**config.mk**
```make
export PLATFORM = sky130hd
export DESIGN_NAME = tnet_node
export DESIGN_NICKNAME = d
export VERILOG_FILES = /design/src/rtl/time_pkg.sv /design/src/rtl/tnet_pkg.sv /design/src/rtl/tnet_node.sv /design/src/rtl/tnet_rx_decoder.sv /design/src/rtl/tnet_time_counter.sv /design/src/rtl/tnet_tx_builder.sv
export SDC_FILE = /design/constraint.sdc
export NUM_CORES = 1
export LEC_CHECK = 0
export ABC_AREA = 0
export BUFFER_PORTS_ARGS = -buffer_cell sky130_fd_sc_hd__buf_2
export CAP_MARGIN = 30
export CORE_ASPECT_RATIO = 0.5
export CORE_MARGIN = 3
export CORE_UTILIZATION = 30
export DETAILED_ROUTE_END_ITERATION = 8
export PLACE_DENSITY = 0.5
export REMOVE_ABC_BUFFERS = 1
export SYNTH_ARGS = -nofsm -noshare
export SYNTH_HDL_FRONTEND = slang
export SYNTH_SLANG_ARGS = --single-unit
```
**constraint.sdc**
```tcl
create_clock -name user_clock -period 7.3 [get_ports user_clock]
set_input_delay 1.46 -clock user_clock [delete_from_list [all_inputs] [get_ports user_clock]]
set_output_delay 1.46 -clock user_clock [all_outputs]
set_load 0.01 [all_outputs]
```
**src/rtl/time_pkg.sv**
```systemverilog
////////////////////////////////////////////////////////////
// Time types of the node
// Absolute time, update offset and the counter control word
////////////////////////////////////////////////////////////

package time_pkg;

   localparam int TIME_W   = 48;  // Absolute time in ticks
   localparam int OFFSET_W = 32;

   // Absolute time in user_clock ticks
   typedef logic [TIME_W-1:0]   time_t;

   // Offset added on an update command
   typedef logic [OFFSET_W-1:0] offset_t;

   ////////////////////////////////////////////////////////////
   // Counter control, one strobe per cycle at most
   typedef struct packed {
      logic  clear;  // Back to zero
      logic  load;   // Take value as new time
      logic  add;    // Add low OFFSET_W bits of value
      time_t value;
   } time_ctrl_t;

endpackage

```
**src/rtl/tnet_pkg.sv**
```systemverilog
////////////////////////////////////////////////////////////
// Ring packet definitions
// Header fields, packet layout, commands, transmit FSM states
////////////////////////////////////////////////////////////

package tnet_pkg;

   localparam int NODE_ID_W = 9;
   localparam int PAYLOAD_W = 96;

   typedef logic [NODE_ID_W-1:0] node_id_t;
   typedef logic [2:0]           pkt_type_t;
   typedef logic [4:0]           pkt_flags_t;
   typedef logic [PAYLOAD_W-1:0] payload_t;

   // All ones addresses every node
   localparam node_id_t BCAST_ID = '1;

   ////////////////////////////////////////////////////////////
   // Commands handled by the node
   typedef enum logic [5:0] {
      CMD_NOP         = 6'd0,
      CMD_RST_TIME    = 6'd1,
      CMD_SET_TIME    = 6'd2,
      CMD_UPDT_OFFSET = 6'd9,
      CMD_GET_TIME    = 6'd11,
      CMD_TIME_REPLY  = 6'd12
   } tnet_cmd_e;

   // 128-bit ring word, header on top
   typedef struct packed {
      pkt_type_t  ptype;
      tnet_cmd_e  cmd;
      pkt_flags_t flags;
      node_id_t   src;
      node_id_t   dst;
      payload_t   payload;
   } tnet_pkt_t;

   // Transmit register owner
   typedef enum logic {
      TX_IDLE,
      TX_HOLD   // Packet waiting for ready
   } tx_state_e;

endpackage

```
**src/rtl/tnet_node.sv**
```systemverilog
`timescale 1ns/10ps
////////////////////////////////////////////////////////////
// Timing network node top
// Decoder, time counter and transmit builder
////////////////////////////////////////////////////////////

module tnet_node
   import time_pkg::*, tnet_pkg::*;
#(
   parameter node_id_t NODE_ID = 9'd3
)(
   input  logic      user_clock,
   input  logic      reset_1,
   input  tnet_pkt_t rx_pkt_i,
   input  logic      rx_valid_i,
   input  logic      tx_ready_i,
   output tnet_pkt_t tx_pkt_o,
   output logic      tx_valid_o,
   output time_t     time_o,
   output logic      drop_o
);

   time_ctrl_t time_ctrl;
   time_t      time_abs;
   logic       req_valid;
   logic       req_forward;
   logic       req_reply;
   tnet_pkt_t  req_pkt;

   assign time_o = time_abs;

   tnet_rx_decoder #(
      .NODE_ID (NODE_ID)
   ) decoder_inst (
      .user_clock    (user_clock),
      .reset_1       (reset_1),
      .rx_pkt_i      (rx_pkt_i),
      .rx_valid_i    (rx_valid_i),
      .time_ctrl_o   (time_ctrl),
      .req_valid_o   (req_valid),
      .req_forward_o (req_forward),
      .req_reply_o   (req_reply),
      .req_pkt_o     (req_pkt)
   );

   tnet_time_counter counter_inst (
      .user_clock  (user_clock),
      .reset_1     (reset_1),
      .time_ctrl_i (time_ctrl),
      .time_o      (time_abs)
   );

   // Builder samples the counter before its update
   tnet_tx_builder #(
      .NODE_ID (NODE_ID)
   ) builder_inst (
      .user_clock    (user_clock),
      .reset_1       (reset_1),
      .req_valid_i   (req_valid),
      .req_forward_i (req_forward),
      .req_reply_i   (req_reply),
      .req_pkt_i     (req_pkt),
      .time_i        (time_abs),
      .tx_ready_i    (tx_ready_i),
      .tx_pkt_o      (tx_pkt_o),
      .tx_valid_o    (tx_valid_o),
      .drop_o        (drop_o)
   );

endmodule

```
**src/rtl/tnet_rx_decoder.sv**
```systemverilog
`timescale 1ns/10ps
////////////////////////////////////////////////////////////
// Receive decoder
// Destination check, time control strobes, transmit requests
////////////////////////////////////////////////////////////

module tnet_rx_decoder
   import time_pkg::*, tnet_pkg::*;
#(
   parameter node_id_t NODE_ID = '0
)(
   input  logic       user_clock,
   input  logic       reset_1,
   input  tnet_pkt_t  rx_pkt_i,
   input  logic       rx_valid_i,
   output time_ctrl_t time_ctrl_o,
   output logic       req_valid_o,
   output logic       req_forward_o,
   output logic       req_reply_o,
   output tnet_pkt_t  req_pkt_o
);

   logic       is_bcast;
   logic       is_own;
   logic       is_exec;
   logic       is_fwd;
   logic       is_reply;
   time_ctrl_t ctrl_d;

   ////////////////////////////////////////////////////////////
   // Destination classes
   assign is_bcast = (rx_pkt_i.dst == BCAST_ID);
   assign is_own   = (rx_pkt_i.dst == NODE_ID) && !is_bcast;
   assign is_exec  = is_own || is_bcast;
   assign is_fwd   = !is_own;                    // Broadcast and foreign
   assign is_reply = is_own && (rx_pkt_i.cmd == CMD_GET_TIME);

   // Command to counter strobes
   always_comb begin
      ctrl_d       = '0;
      ctrl_d.value = rx_pkt_i.payload[TIME_W-1:0];
      if (rx_valid_i && is_exec) begin
         case (rx_pkt_i.cmd)
            CMD_RST_TIME:    ctrl_d.clear = 1'b1;
            CMD_SET_TIME:    ctrl_d.load  = 1'b1;
            CMD_UPDT_OFFSET: ctrl_d.add   = 1'b1;
            default:         ctrl_d.clear = 1'b0;  // Other commands leave time alone
         endcase
      end
   end

   ////////////////////////////////////////////////////////////
   // Registered outputs, one cycle per received packet
   always_ff @(posedge user_clock) begin
      if (reset_1) begin
         time_ctrl_o   <= '0;
         req_valid_o   <= 1'b0;
         req_forward_o <= 1'b0;
         req_reply_o   <= 1'b0;
      end else begin
         time_ctrl_o   <= ctrl_d;
         req_valid_o   <= rx_valid_i && (is_fwd || is_reply);
         req_forward_o <= rx_valid_i && is_fwd;
         req_reply_o   <= rx_valid_i && is_reply;
      end
   end

   // Packet copy for the builder
   always_ff @(posedge user_clock) begin
      if (rx_valid_i) begin
         req_pkt_o <= rx_pkt_i;
      end
   end

   ////////////////////////////////////////////////////////////
   // A packet is either passed on or answered, never both
   a_fwd_or_reply: assert property (
      @(posedge user_clock) disable iff (reset_1)
      req_valid_o |-> !(req_forward_o && req_reply_o)
   ) else $error("forward and reply requested together");

endmodule

```
**src/rtl/tnet_time_counter.sv**
```systemverilog
`timescale 1ns/10ps
////////////////////////////////////////////////////////////
// Absolute time counter of the node
// Clear, load, offset add, else free-run increment
////////////////////////////////////////////////////////////

module tnet_time_counter
   import time_pkg::*;
(
   input  logic       user_clock,
   input  logic       reset_1,
   input  time_ctrl_t time_ctrl_i,
   output time_t      time_o
);

   time_t   time_q;
   offset_t offset;

   assign offset = time_ctrl_i.value[OFFSET_W-1:0];  // Offset lives in low bits

   // Clear wins over load, load over add
   always_ff @(posedge user_clock) begin
      if (reset_1) begin
         time_q <= '0;
      end else if (time_ctrl_i.clear) begin
         time_q <= '0;
      end else if (time_ctrl_i.load) begin
         time_q <= time_ctrl_i.value;
      end else if (time_ctrl_i.add) begin
         time_q <= time_q + time_t'(offset);
      end else begin
         time_q <= time_q + time_t'(1);  // Free run
      end
   end

   assign time_o = time_q;

   ////////////////////////////////////////////////////////////
   // Decoder must never issue two commands in one cycle
   a_one_strobe: assert property (
      @(posedge user_clock) disable iff (reset_1)
      $onehot0({time_ctrl_i.clear, time_ctrl_i.load, time_ctrl_i.add})
   ) else $error("time control strobes overlap");

endmodule

```
**src/rtl/tnet_tx_builder.sv**
```systemverilog
`timescale 1ns/10ps
////////////////////////////////////////////////////////////
// Transmit builder
// Forward or time reply, held in one register until ready
////////////////////////////////////////////////////////////

module tnet_tx_builder
   import time_pkg::*, tnet_pkg::*;
#(
   parameter node_id_t NODE_ID = '0
)(
   input  logic      user_clock,
   input  logic      reset_1,
   input  logic      req_valid_i,
   input  logic      req_forward_i,
   input  logic      req_reply_i,
   input  tnet_pkt_t req_pkt_i,
   input  time_t     time_i,
   input  logic      tx_ready_i,
   output tnet_pkt_t tx_pkt_o,
   output logic      tx_valid_o,
   output logic      drop_o
);

   tx_state_e state_q;
   tx_state_e state_d;
   tnet_pkt_t reply_pkt;
   tnet_pkt_t next_pkt;
   logic      req_load;
   logic      slot_free;

   ////////////////////////////////////////////////////////////
   // Reply packet
   always_comb begin
      reply_pkt         = req_pkt_i;  // Keeps type and flags
      reply_pkt.cmd     = CMD_TIME_REPLY;
      reply_pkt.src     = NODE_ID;
      reply_pkt.dst     = req_pkt_i.src;
      reply_pkt.payload = {{(PAYLOAD_W-TIME_W){1'b0}}, time_i};  // Time before this edge
   end

   assign next_pkt  = req_reply_i ? reply_pkt : req_pkt_i;
   assign req_load  = req_valid_i && (req_forward_i || req_reply_i);
   assign slot_free = (state_q == TX_IDLE) || tx_ready_i;  // Empty or leaving now

   ////////////////////////////////////////////////////////////
   // FSM
   always_comb begin
      state_d = state_q;
      case (state_q)
         TX_IDLE: begin
            if (req_load) begin
               state_d = TX_HOLD;
            end
         end
         TX_HOLD: begin
            // Accepted and nothing new to send
            if (tx_ready_i && !req_load) begin
               state_d = TX_IDLE;
            end
         end
         default: state_d = TX_IDLE;
      endcase
   end

   always_ff @(posedge user_clock) begin
      if (reset_1) begin
         state_q <= TX_IDLE;
         drop_o  <= 1'b0;
      end else begin
         state_q <= state_d;
         drop_o  <= req_load && !slot_free;  // Held packet not taken
      end
   end

   // Transmit register
   always_ff @(posedge user_clock) begin
      if (req_load && slot_free) begin
         tx_pkt_o <= next_pkt;
      end
   end

   assign tx_valid_o = (state_q == TX_HOLD);

   ////////////////////////////////////////////////////////////
   // Ring output holds still under back-pressure
   a_tx_stable: assert property (
      @(posedge user_clock) disable iff (reset_1)
      tx_valid_o && !tx_ready_i |=> tx_valid_o && $stable(tx_pkt_o)
   ) else $error("tx_pkt_o changed while not accepted");

endmodule

```
==> impl_results.md, run 1 <==
* Status: finished clean
* Routed Antenna Nets at 0
* Worst path max stage delay at 0.53 ns
* Layout cells sized above 1 at 32.0%
* CTS tree: built
* Post-CTS Hold Fix Bufs at 0
* Crit-path slowest cell: or4_1
* Largest net degree at the start of global routing at 105
* Fmax at 0.273 GHz
* Final clock skew at 0.0145 ns
* Gr usage total at 14.1%
* Max-cap viol count at 0
* Antenna violations before repair at 3
* Die area at 50200 µm²
* Skew-Pair Late Insertion Delay at 0.52 ns
* Post-synth top area share at 54.1%
* Cells after Synth at 1052
* Worst path required time at 7.76 ns
* Critical Setup Path Class: flip-flop to flip-flop
* Area contributors post-synth: edfxtp_1 (54%), dfxtp_1 (15%), nor2b_1 (4.9%), mux2_2 (4.5%), ha_1 (2.8%)
* Final instance area at 17700 µm²
* Setup ws final at 3.64 ns
* Fraction of registers with async set/reset at 0%
* CP Launch Type: flip-flop
* Post-CTS Setup Bufs at 0
* Nets at 1532
* CP max FO at 32
* Clk root buf: clkbuf_16
* Min-delay worst type: flip-flop to flip-flop
* Vias/cell at 4.51
* Top delay family on crit path: compound AO/OA/AOI/OAI gates
* Endpoints failing setup at 0
* Commonest cells in the synthesized netlist: edfxtp_1 (256), nor2b_1 (111), dfxtp_1 (104)
* Synth Register Bits at 360
* Slew headroom at 44.9%
* Core area at 46000 µm²
* I/O Buffers at 309
* Yosys top cell by area: edfxtp_1
* Io pins at 310
* Cells along the critical path: buf_4, nand2b_1, ha_1, inv_1, fa_1, nor2b_1, o211ai_1, a21oi_1, a211oi_2, o221ai_2, a21oi_2, o31a_1, or4_1, a31oi_1
* Buf+Inv Stages, Crit Path at 2
* Die height at 160 µm
* Register clock-pin slew on the reported worst setup and hold paths at 0.06 ns
* Place WS at 3.62 ns
* # DRC at 0
* CP endpoint kind: flip-flop
* Count leader, synth: edfxtp_1
* CTS buffer count at 37
* RSZ-0062 raised after global routing: no
* Post-synth EDFFs at 256
* Final Cycle Share at 50.1%
* Detailed Place HPWL at 25.5 mm
* Largest vdd supply drop at 0.000114 V
* Lkg Pwr at 6.88 nW
* Synth-to-Final Area Change at 24.5%
* Final Max Slew Viols at 0
* Sequential element share of the synthesized area at 68.7%
* Average routed wire per standard cell at 17.9 µm
* Clock Tree Buf Depth at 3
* Worst hold slack at 0.423 ns
* Mapped Area at 14200 µm²
* Post_cts resized at 0
* Yosys Warn Count at 0
* Die width at 314 µm
* Unique masters post-synth at 50
* Gp weighted congestion at 0.866
* Initial Util at 30.9%
* Minimum clock period at 3.66 ns
* H-tree levels at 2
* Overflow after GRT at 0
* Top_reg_cell synth: edfxtp_1
* Vias in the first global route at 9433
* FP Rows at 55
* WP data arrival at 4.11 ns
* First-pass GRT wire length at 56.2 mm
* Pwr dens at 246 nW/µm²
* Number of vias in the routed layout at 9129
* Fillers at 4504
* # clock sinks at 360
* Drt first pass iters at 4
* Synth Area per Inst at 13.5 µm²
* Worst slew pin tran at 0.827 ns
* Final Hold Vio Count at 0
* Initial DRC count at 525
* Area after DPL at 16500 µm²
* Routed wire length at 36.2 mm
## worst reg2reg max path, stage by stage (launching register included)
cell	delay [ns]
dfxtp_1	0.30
buf_4	0.22
nand2b_1	0.13
ha_1	0.17
inv_1	0.06
fa_1	0.41
nor2b_1	0.18
o211ai_1	0.16
a21oi_1	0.35
a211oi_2	0.16
o221ai_2	0.23
a21oi_2	0.12
o31a_1	0.43
or4_1	0.53
a31oi_1	0.16
## metal layers
layer | global-route usage (%) | vias up | share of wire [%]
li1 | - | 4462 | -
met4 | 3.70 | 2 | 2.1
met5 | 0 | - | 0.019
met3 | 2.80 | 53 | 3.6
met1 | 16.6 | 4489 | 41
met2 | 26.1 | 123 | 53
## power by group
| part | internal, mW | switching [mW] | total, mW |
|---|---|---|---|
| Combinational | 0.0823 | 0.0916 | 0.174 |
| Clock | 1.09 | 0.780 | 1.87 |
| Sequential | 2.29 | 0.0247 | 2.32 |
| Total | 3.47 | 0.896 | 4.36 |
## cell families after synthesis
kind of cell / after synthesis / share of synthesized area, %
mux: 63 / 4.94
buf+inv: 52 / 1.47
simple gates: 346 / 13.1
compound gates: 167 / 6.95
xor+xnor: 31 / 1.91
flops: 360 / 68.7
fa+ha+maj: 33 / 2.96
## worst paths after layout
check,from,end,slack [ns],depth (start not counted)
worst min register to register,decoder_inst.req_pkt_o[125]$_DFFE_PP_,builder_inst.tx_pkt_o[125]$_DFFE_PP_,0.42,0
worst max register to register,decoder_inst.time_ctrl_o[48]$_SDFF_PP0_,counter_inst.time_o[44]$_SDFF_PP0_,3.64,14
worst max-delay path,decoder_inst.time_ctrl_o[48]$_SDFF_PP0_,counter_inst.time_o[44]$_SDFF_PP0_,3.64,14
worst min-delay path,decoder_inst.req_pkt_o[125]$_DFFE_PP_,builder_inst.tx_pkt_o[125]$_DFFE_PP_,0.42,0
## final cells by class
| type | count | area (µm²) | area share (%) |
|---|---|---|---|
| inverter | 10 | 37.5 | 0.212 |
| sequential | 360 | 9770 | 55.2 |
| antenna | 2 | 5.00 | 0.0283 |
| tap | 627 | 785 | 4.43 |
| clock inverter | 15 | 133 | 0.749 |
| multi-input combinational | 640 | 4250 | 24.0 |
| clock buffer | 52 | 1060 | 6.01 |
| timing repair buffer | 318 | 1650 | 9.34 |
## per-stage QoR
step	power [mW]	utilization (%)	std cells	TNS, ns
after floorplan	2.43	-	1010	-269.57
after global placement	2.53	35.8	1954	0
after detailed placement	2.54	35.8	1954	0
after CTS	4.44	38.4	2021	0
after global routing	4.54	38.5	2024	0
final	4.36	38.5	2024	0
## layout by cell type (no fill, tap or decap), types with 5 or more instances in the layout
cell and count:
nand2b_1 9, xor2_1 11, xnor2_1 20, or3_1 6, mux2i_1 6, and3_1 12
nand4_1 10, edfxtp_1 256, ha_1 32, or2_2 8, nand2_1 62, o21a_1 6
nor3_1 11, inv_1 10, clkbuf_16 39, nand3_1 23, o21ai_0 40, nor2_1 48
dfxtp_1 102, nor2b_1 110, or4_1 6, clkbuf_1 9, and2_1 33, mux2_2 57
buf_2 308, buf_4 7, a21oi_1 70, a21o_1 5, a31oi_1 13
## registers in the layout, indices dropped and copies added (netlist names)
register	flops
builder_inst.tx_pkt_o	128
decoder_inst.req_pkt_o	128
decoder_inst.time_ctrl_o	51
counter_inst.time_o	48
builder_inst.drop_o	1
builder_inst.tx_valid_o	1
decoder_inst.req_forward_o	1
decoder_inst.req_reply_o	1
decoder_inst.req_valid_o	1
Note: power is estimated with default switching activity, not from simulation.
==> run 2: changes to the inputs <==
PLACE_DENSITY = 0.48   (was 0.5)
clock period = 3.5 ns   (was 7.3 ns; I/O delays follow)
==> impl_results.md, run 2 (synthesized netlist as in run 1, its figures left out) <==
* Status: finished clean
* WP data arrival at 3.80 ns (-0.31 ns)
* Overflow after GRT at 0 (unchanged)
* Die area at 50200 µm² (unchanged)
* Final instance area at 17800 µm² (+0.75%)
* Largest net degree at the start of global routing at 71 (-32%)
* Average routed wire per standard cell at 18.1 µm (+1.3%)
* Slew headroom at 41.8% (-3.1 points)
* FP Rows at 55 (unchanged)
* RSZ-0062 raised after global routing: no
* Met2 routed wirelength at 19.7 mm (+2.2%)
* CP max FO at 20 (-38%)
* Routed wire length at 36.9 mm (+1.9%)
* Max-cap viol count at 0 (unchanged)
* Initial DRC count at 537 (+2.3%)
* Critical Setup Path Class: flip-flop to flip-flop
* Final Max Slew Viols at 0 (unchanged)
* Worst slew pin tran at 0.873 ns (+0.0467 ns)
* Antenna violations before repair at 4 (+1)
* Skew-Pair Late Insertion Delay at 0.53 ns (about the same)
* Fmax at 0.299 GHz (+9.3%)
* Worst hold slack at 0.349 ns (-0.0740 ns)
* Setup ws final at 0.151 ns (-3.49 ns)
* Die height at 160 µm (unchanged)
* Post-CTS Setup Bufs at 0 (unchanged)
* # clock sinks at 360 (unchanged)
* Lkg Pwr at 6.94 nW (+0.86%)
* Gr usage total at 14.4% (+0.30 points)
* Vias in the first global route at 9544 (+1.2%)
* First-pass GRT wire length at 57.0 mm (+1.5%)
* R2R Setup Slk at 0.15 ns (-3.49 ns)
* Placed cell count at 1969 (+0.77%)
* M1 wire length at 15.0 mm (+1.4%)
* # DRC at 0 (unchanged)
* Die width at 314 µm (unchanged)
* CP Launch Type: flip-flop
* Fin cells at 2037 (+0.64%)
* Post_cts resized at 0 (unchanged)
* Largest vdd supply drop at 0.000254 V (+120%)
* Register clock-pin slew on the reported worst setup and hold paths at 0.06 ns (about the same)
* I/O Buffers at 309 (unchanged)
* Number of vias in the routed layout at 9271 (+1.6%)
* Initial Util at 30.9% (unchanged)
* Core area at 46000 µm² (unchanged)
* Gp weighted congestion at 0.873 (+0.83%)
* Met3 wire len at 1.31 mm (+1.2%)
* H-tree levels at 2 (unchanged)
* TNS Setup at 0 ns (unchanged)
* Final Hold Vio Count at 0 (unchanged)
* Uppermost layer routed: met5
* Final clock skew at 0.0174 ns (+0.00288 ns)
* CP endpoint kind: flip-flop
* Min-delay worst type: primary input to flip-flop
* Drt first pass iters at 5 (+1)
* Biggest regs: builder_inst.tx_pkt_o: 128 flops, decoder_inst.req_pkt_o: 128 flops, decoder_inst.time_ctrl_o: 51 flops
* Place WS at 0.186 ns (-3.44 ns)
* Fillers at 4477 (-0.60%)
* Synth-to-Final Area Change at 25.4%
* Area after DPL at 16700 µm² (+1.1%)
* CTS tree: built
* Commonest non-fill, non-tap cell in the layout: buf_2
* Routed Antenna Nets at 0 (unchanged)
* Detailed Place HPWL at 26.6 mm (+4.4%)
* Nets at 1546 (+0.91%)
* CTS buffer count at 37 (unchanged)
* Vias/cell at 4.55 (+0.91%)
* Most frequent cells in the layout: buf_2 (308), edfxtp_1 (256), nor2b_1 (110)
* Clock Tree Buf Depth at 3 (unchanged)
* Post-CTS Hold Fix Bufs at 0 (unchanged)
* Final Cycle Share at 95.7% (+46 points)
* Io pins at 310 (unchanged)
* Pwr dens at 506 nW/µm² (+110%)
* Worst path required time at 3.95 ns (-3.81 ns)
* Minimum clock period at 3.35 ns (-0.310 ns)
* Clk root buf: clkbuf_16
* Endpoints failing setup at 0 (unchanged)
* Layout cells sized above 1 at 32.8% (+0.75 points)
[run 2: area by class of cell]
type / count / area [µm²] / area share (%)
antenna: 1 / 2.50 / 0.0140
clock buffer: 44 / 995 / 5.58
clock inverter: 23 / 165 / 0.926
inverter: 10 / 37.5 / 0.210
multi-input combinational: 640 / 4260 / 23.9
sequential: 360 / 9770 / 54.8
tap: 627 / 785 / 4.40
timing repair buffer: 332 / 1810 / 10.2
[run 2: power by group]
group / switching (mW) / internal (mW) / leakage [nW]
Combinational: 0.190 / 0.176 / 3.11
Clock: 1.65 / 2.18 / 0.569
Sequential: 0.0538 / 4.78 / 3.27
Total: 1.90 / 7.14 / 6.94
[run 2: stage by stage]
step                total power [mW]  util (%)
floorplan                       5.07         -
global placement                5.29      36.2
detailed placement              5.30      36.2
CTS                             9.18      38.8
global route                    9.39      38.8
finish                          9.03      38.8
[run 2: final timing paths]
kind | start | end | cells after the start
min reg2reg | decoder_inst.req_pkt_o[117]$_DFFE_PP_ | builder_inst.tx_pkt_o[117]$_DFFE_PP_ | 0
max | decoder_inst.time_ctrl_o[48]$_SDFF_PP0_ | counter_inst.time_o[34]$_SDFF_PP0_ | 13
max reg2reg | decoder_inst.time_ctrl_o[48]$_SDFF_PP0_ | counter_inst.time_o[34]$_SDFF_PP0_ | 13
min | rx_pkt_i[78] | decoder_inst.req_pkt_o[78]$_DFFE_PP_ | 1
[run 2: worst max-delay path, stage by stage (launching register included)]
cell,delay (ns)
dfxtp_1,0.35
buf_12,0.16
and2_1,0.15
ha_2,0.42
nand2_1,0.12
o211ai_2,0.16
a31oi_1,0.13
or3_1,0.35
o221ai_2,0.23
a21oi_2,0.12
o31a_1,0.40
buf_4,0.19
or3_1,0.30
a31oi_1,0.19
[run 2: per-layer routing]
metal,track usage (%),vias to the layer above
met2,26.9,141
met5,0,-
met3,2.65,53
li1,-,4489
met1,16.9,4584
met4,3.70,4
==> run 3: changes to the inputs <==
PLACE_DENSITY = default   (was 0.48)
==> impl_results.md, run 3 (synthesized netlist as in run 1, its figures left out) <==
* Status: finished clean
* Die width at 314 µm (unchanged)
* Biggest regs: builder_inst.tx_pkt_o: 128 flops, decoder_inst.req_pkt_o: 128 flops, decoder_inst.time_ctrl_o: 51 flops
* Register clock-pin slew on the reported worst setup and hold paths at 0.06 ns (about the same)
* Gr usage total at 13.7% (-0.72 points)
* Vias/cell at 4.54 (-0.16%)
* Placed cell count at 1964 (-0.25%)
* CP endpoint kind: flip-flop
* Lkg Pwr at 6.92 nW (-0.37%)
* Final Hold Vio Count at 0 (unchanged)
* # DRC at 0 (unchanged)
* Fmax at 0.306 GHz (+2.4%)
* Endpoints failing setup at 0 (unchanged)
* Worst path max stage delay at 0.40 ns (-0.02 ns)
* Max-cap viol count at 0 (unchanged)
* Average routed wire per standard cell at 17.4 µm (-4.1%)
* # clock sinks at 360 (unchanged)
* Clock Tree Buf Depth at 3 (unchanged)
* Die area at 50200 µm² (unchanged)
* Final clock skew at 0.0201 ns (+0.00273 ns)
* CP Launch Type: flip-flop
* Number of vias in the routed layout at 9256 (-0.16%)
* Min-delay src: rx_pkt_i[126]
* Initial DRC count at 517 (-3.7%)
* Critical Setup Path Class: flip-flop to flip-flop
* Place WS at 0.164 ns (-0.0223 ns)
* CTS tree: built
* FP Rows at 55 (unchanged)
* CP max FO at 16 (-20%)
* Fin cells at 2037 (unchanged)
* Cells along the critical path: buf_12, nand2b_1, ha_1, inv_1, fa_1, nor2b_1, o211ai_1, a21oi_2, a211oi_2, o221ai_2, a21oi_2, o31a_1, buf_4, or3_1, a31oi_1
* Final Max Slew Viols at 0 (unchanged)
* Largest net degree at the start of global routing at 121 (+70%)
* First-pass GRT wire length at 54.4 mm (-4.6%)
* I/O Buffers at 309 (unchanged)
* Pwr dens at 508 nW/µm² (+0.23%)
* Min-delay worst type: primary input to flip-flop
* Slew headroom at 53.8% (+12 points)
* Antenna violations before repair at 6 (+2)
* Overflow after GRT at 0 (unchanged)
* Nets at 1543 (-0.19%)
* Cell mode on critical path: a21oi_2
* Routed wire length at 35.4 mm (-4.1%)
* Final Cycle Share at 93.4% (-2.3 points)
* WP data arrival at 3.74 ns (-0.06 ns)
* Layout cells sized above 1 at 32.7% (-0.072 points)
* Buf+Inv Stages, Crit Path at 3 (+1)
* Most frequent cells in the layout: buf_2 (308), edfxtp_1 (256), nor2b_1 (110)
* Gp weighted congestion at 0.877 (+0.40%)
* Top delay family on crit path: compound AO/OA/AOI/OAI gates
* Worst hold slack at 0.340 ns (-0.00840 ns)
* H-tree levels at 2 (unchanged)
* Largest vdd supply drop at 0.000226 V (-11%)
* Core area at 46000 µm² (unchanged)
* Worst path required time at 3.97 ns (+0.02 ns)
* Crit-path slowest cell: fa_1
* Drt first pass iters at 4 (-1)
* Vias in the first global route at 9202 (-3.6%)
* Minimum clock period at 3.27 ns (-0.0789 ns)
* Routed Antenna Nets at 0 (unchanged)
* TNS Setup at 0 ns (unchanged)
* Synth-to-Final Area Change at 25.1%
* Commonest non-fill, non-tap cell in the layout: buf_2
* Worst Setup SP: decoder_inst.time_ctrl_o[48]$_SDFF_PP0_
* Skew-Pair Late Insertion Delay at 0.53 ns (about the same)
* CTS buffer count at 37 (unchanged)
* Io pins at 310 (unchanged)
* FF-to-FF Start: decoder_inst.time_ctrl_o[48]$_SDFF_PP0_
* Die height at 160 µm (unchanged)
* Detailed Place HPWL at 24.9 mm (-6.3%)
* Worst slew pin tran at 0.687 ns (-0.186 ns)
* Clk root buf: clkbuf_16
* Initial Util at 30.9% (unchanged)
* Setup ws final at 0.230 ns (+0.0789 ns)
* Post-CTS Hold Fix Bufs at 0 (unchanged)
* RSZ-0062 raised after global routing: no
-- run 3: cell count changes in the layout (fill, tap and decap cells not counted), moves of 2 or more --
cell	delta
clkbuf_16	-2
buf_12	-3
diode_2	+3
clkbuf_8	+2
clkinv_1	-9
clkbuf_1	+8
-- run 3: cell type report --
cell class	instances	area, µm²
Clock inverter	15	165
Multi-Input combinational cell	640	4260
Inverter	10	37.5
Clock buffer	52	1000
Timing Repair Buffer	329	1750
Sequential cell	360	9770
Fill cell	4491	28200
Tap cell	627	785
Antenna cell	4	10.0
-- run 3: worst reg2reg max path, delay by kind of cell (launching register included) --
family                   cells  cell delay, ns
adder cells (fa/ha/maj)      2            0.55
AO/OA/AOI/OAI                7            1.38
flip-flops                   1            0.32
buffers and inverters        3            0.38
AND/OR/NAND/NOR              3            0.57
-- run 3: per-stage QoR --
stage	cell area, µm²	utilization [%]	power [mW]
after floorplan	14000	-	5.07
after global placement	16600	36.1	5.28
after detailed placement	16600	36.1	5.29
after CTS	17700	38.6	9.15
after global routing	17800	38.7	9.35
final	17800	38.7	9.03
-- run 3: repair_timing --
item	in CTS	in global routing
buffers inserted	0	2
resized for setup	0	5
endpoints found under the setup margin	0	7
-- run 3: routing by layer --
metal | vias to the layer above | share of wire, % | track usage, %
met5 | - | 0.076 | 0
met4 | 4 | 2.5 | 4.36
met3 | 63 | 3.1 | 1.85
met2 | 146 | 55 | 25.9
met1 | 4554 | 39 | 15.9
li1 | 4489 | - | -
-- run 3: power breakdown --
group	switching, mW	total (mW)	internal [mW]	leakage, nW
Combinational	0.186	0.357	0.171	3.08
Sequential	0.0540	4.83	4.78	3.27
Clock	1.61	3.84	2.24	0.569
-- run 3: path summary, 6_finish.rpt --
check | to | slack, ns | depth (start not counted)
worst min-delay path | decoder_inst.req_pkt_o[126]$_DFFE_PP_ | 0.34 | 1
worst max-delay path | counter_inst.time_o[42]$_SDFF_PP0_ | 0.23 | 15
worst min register to register | builder_inst.tx_pkt_o[127]$_DFFE_PP_ | 0.42 | 0
worst max register to register | counter_inst.time_o[42]$_SDFF_PP0_ | 0.23 | 15
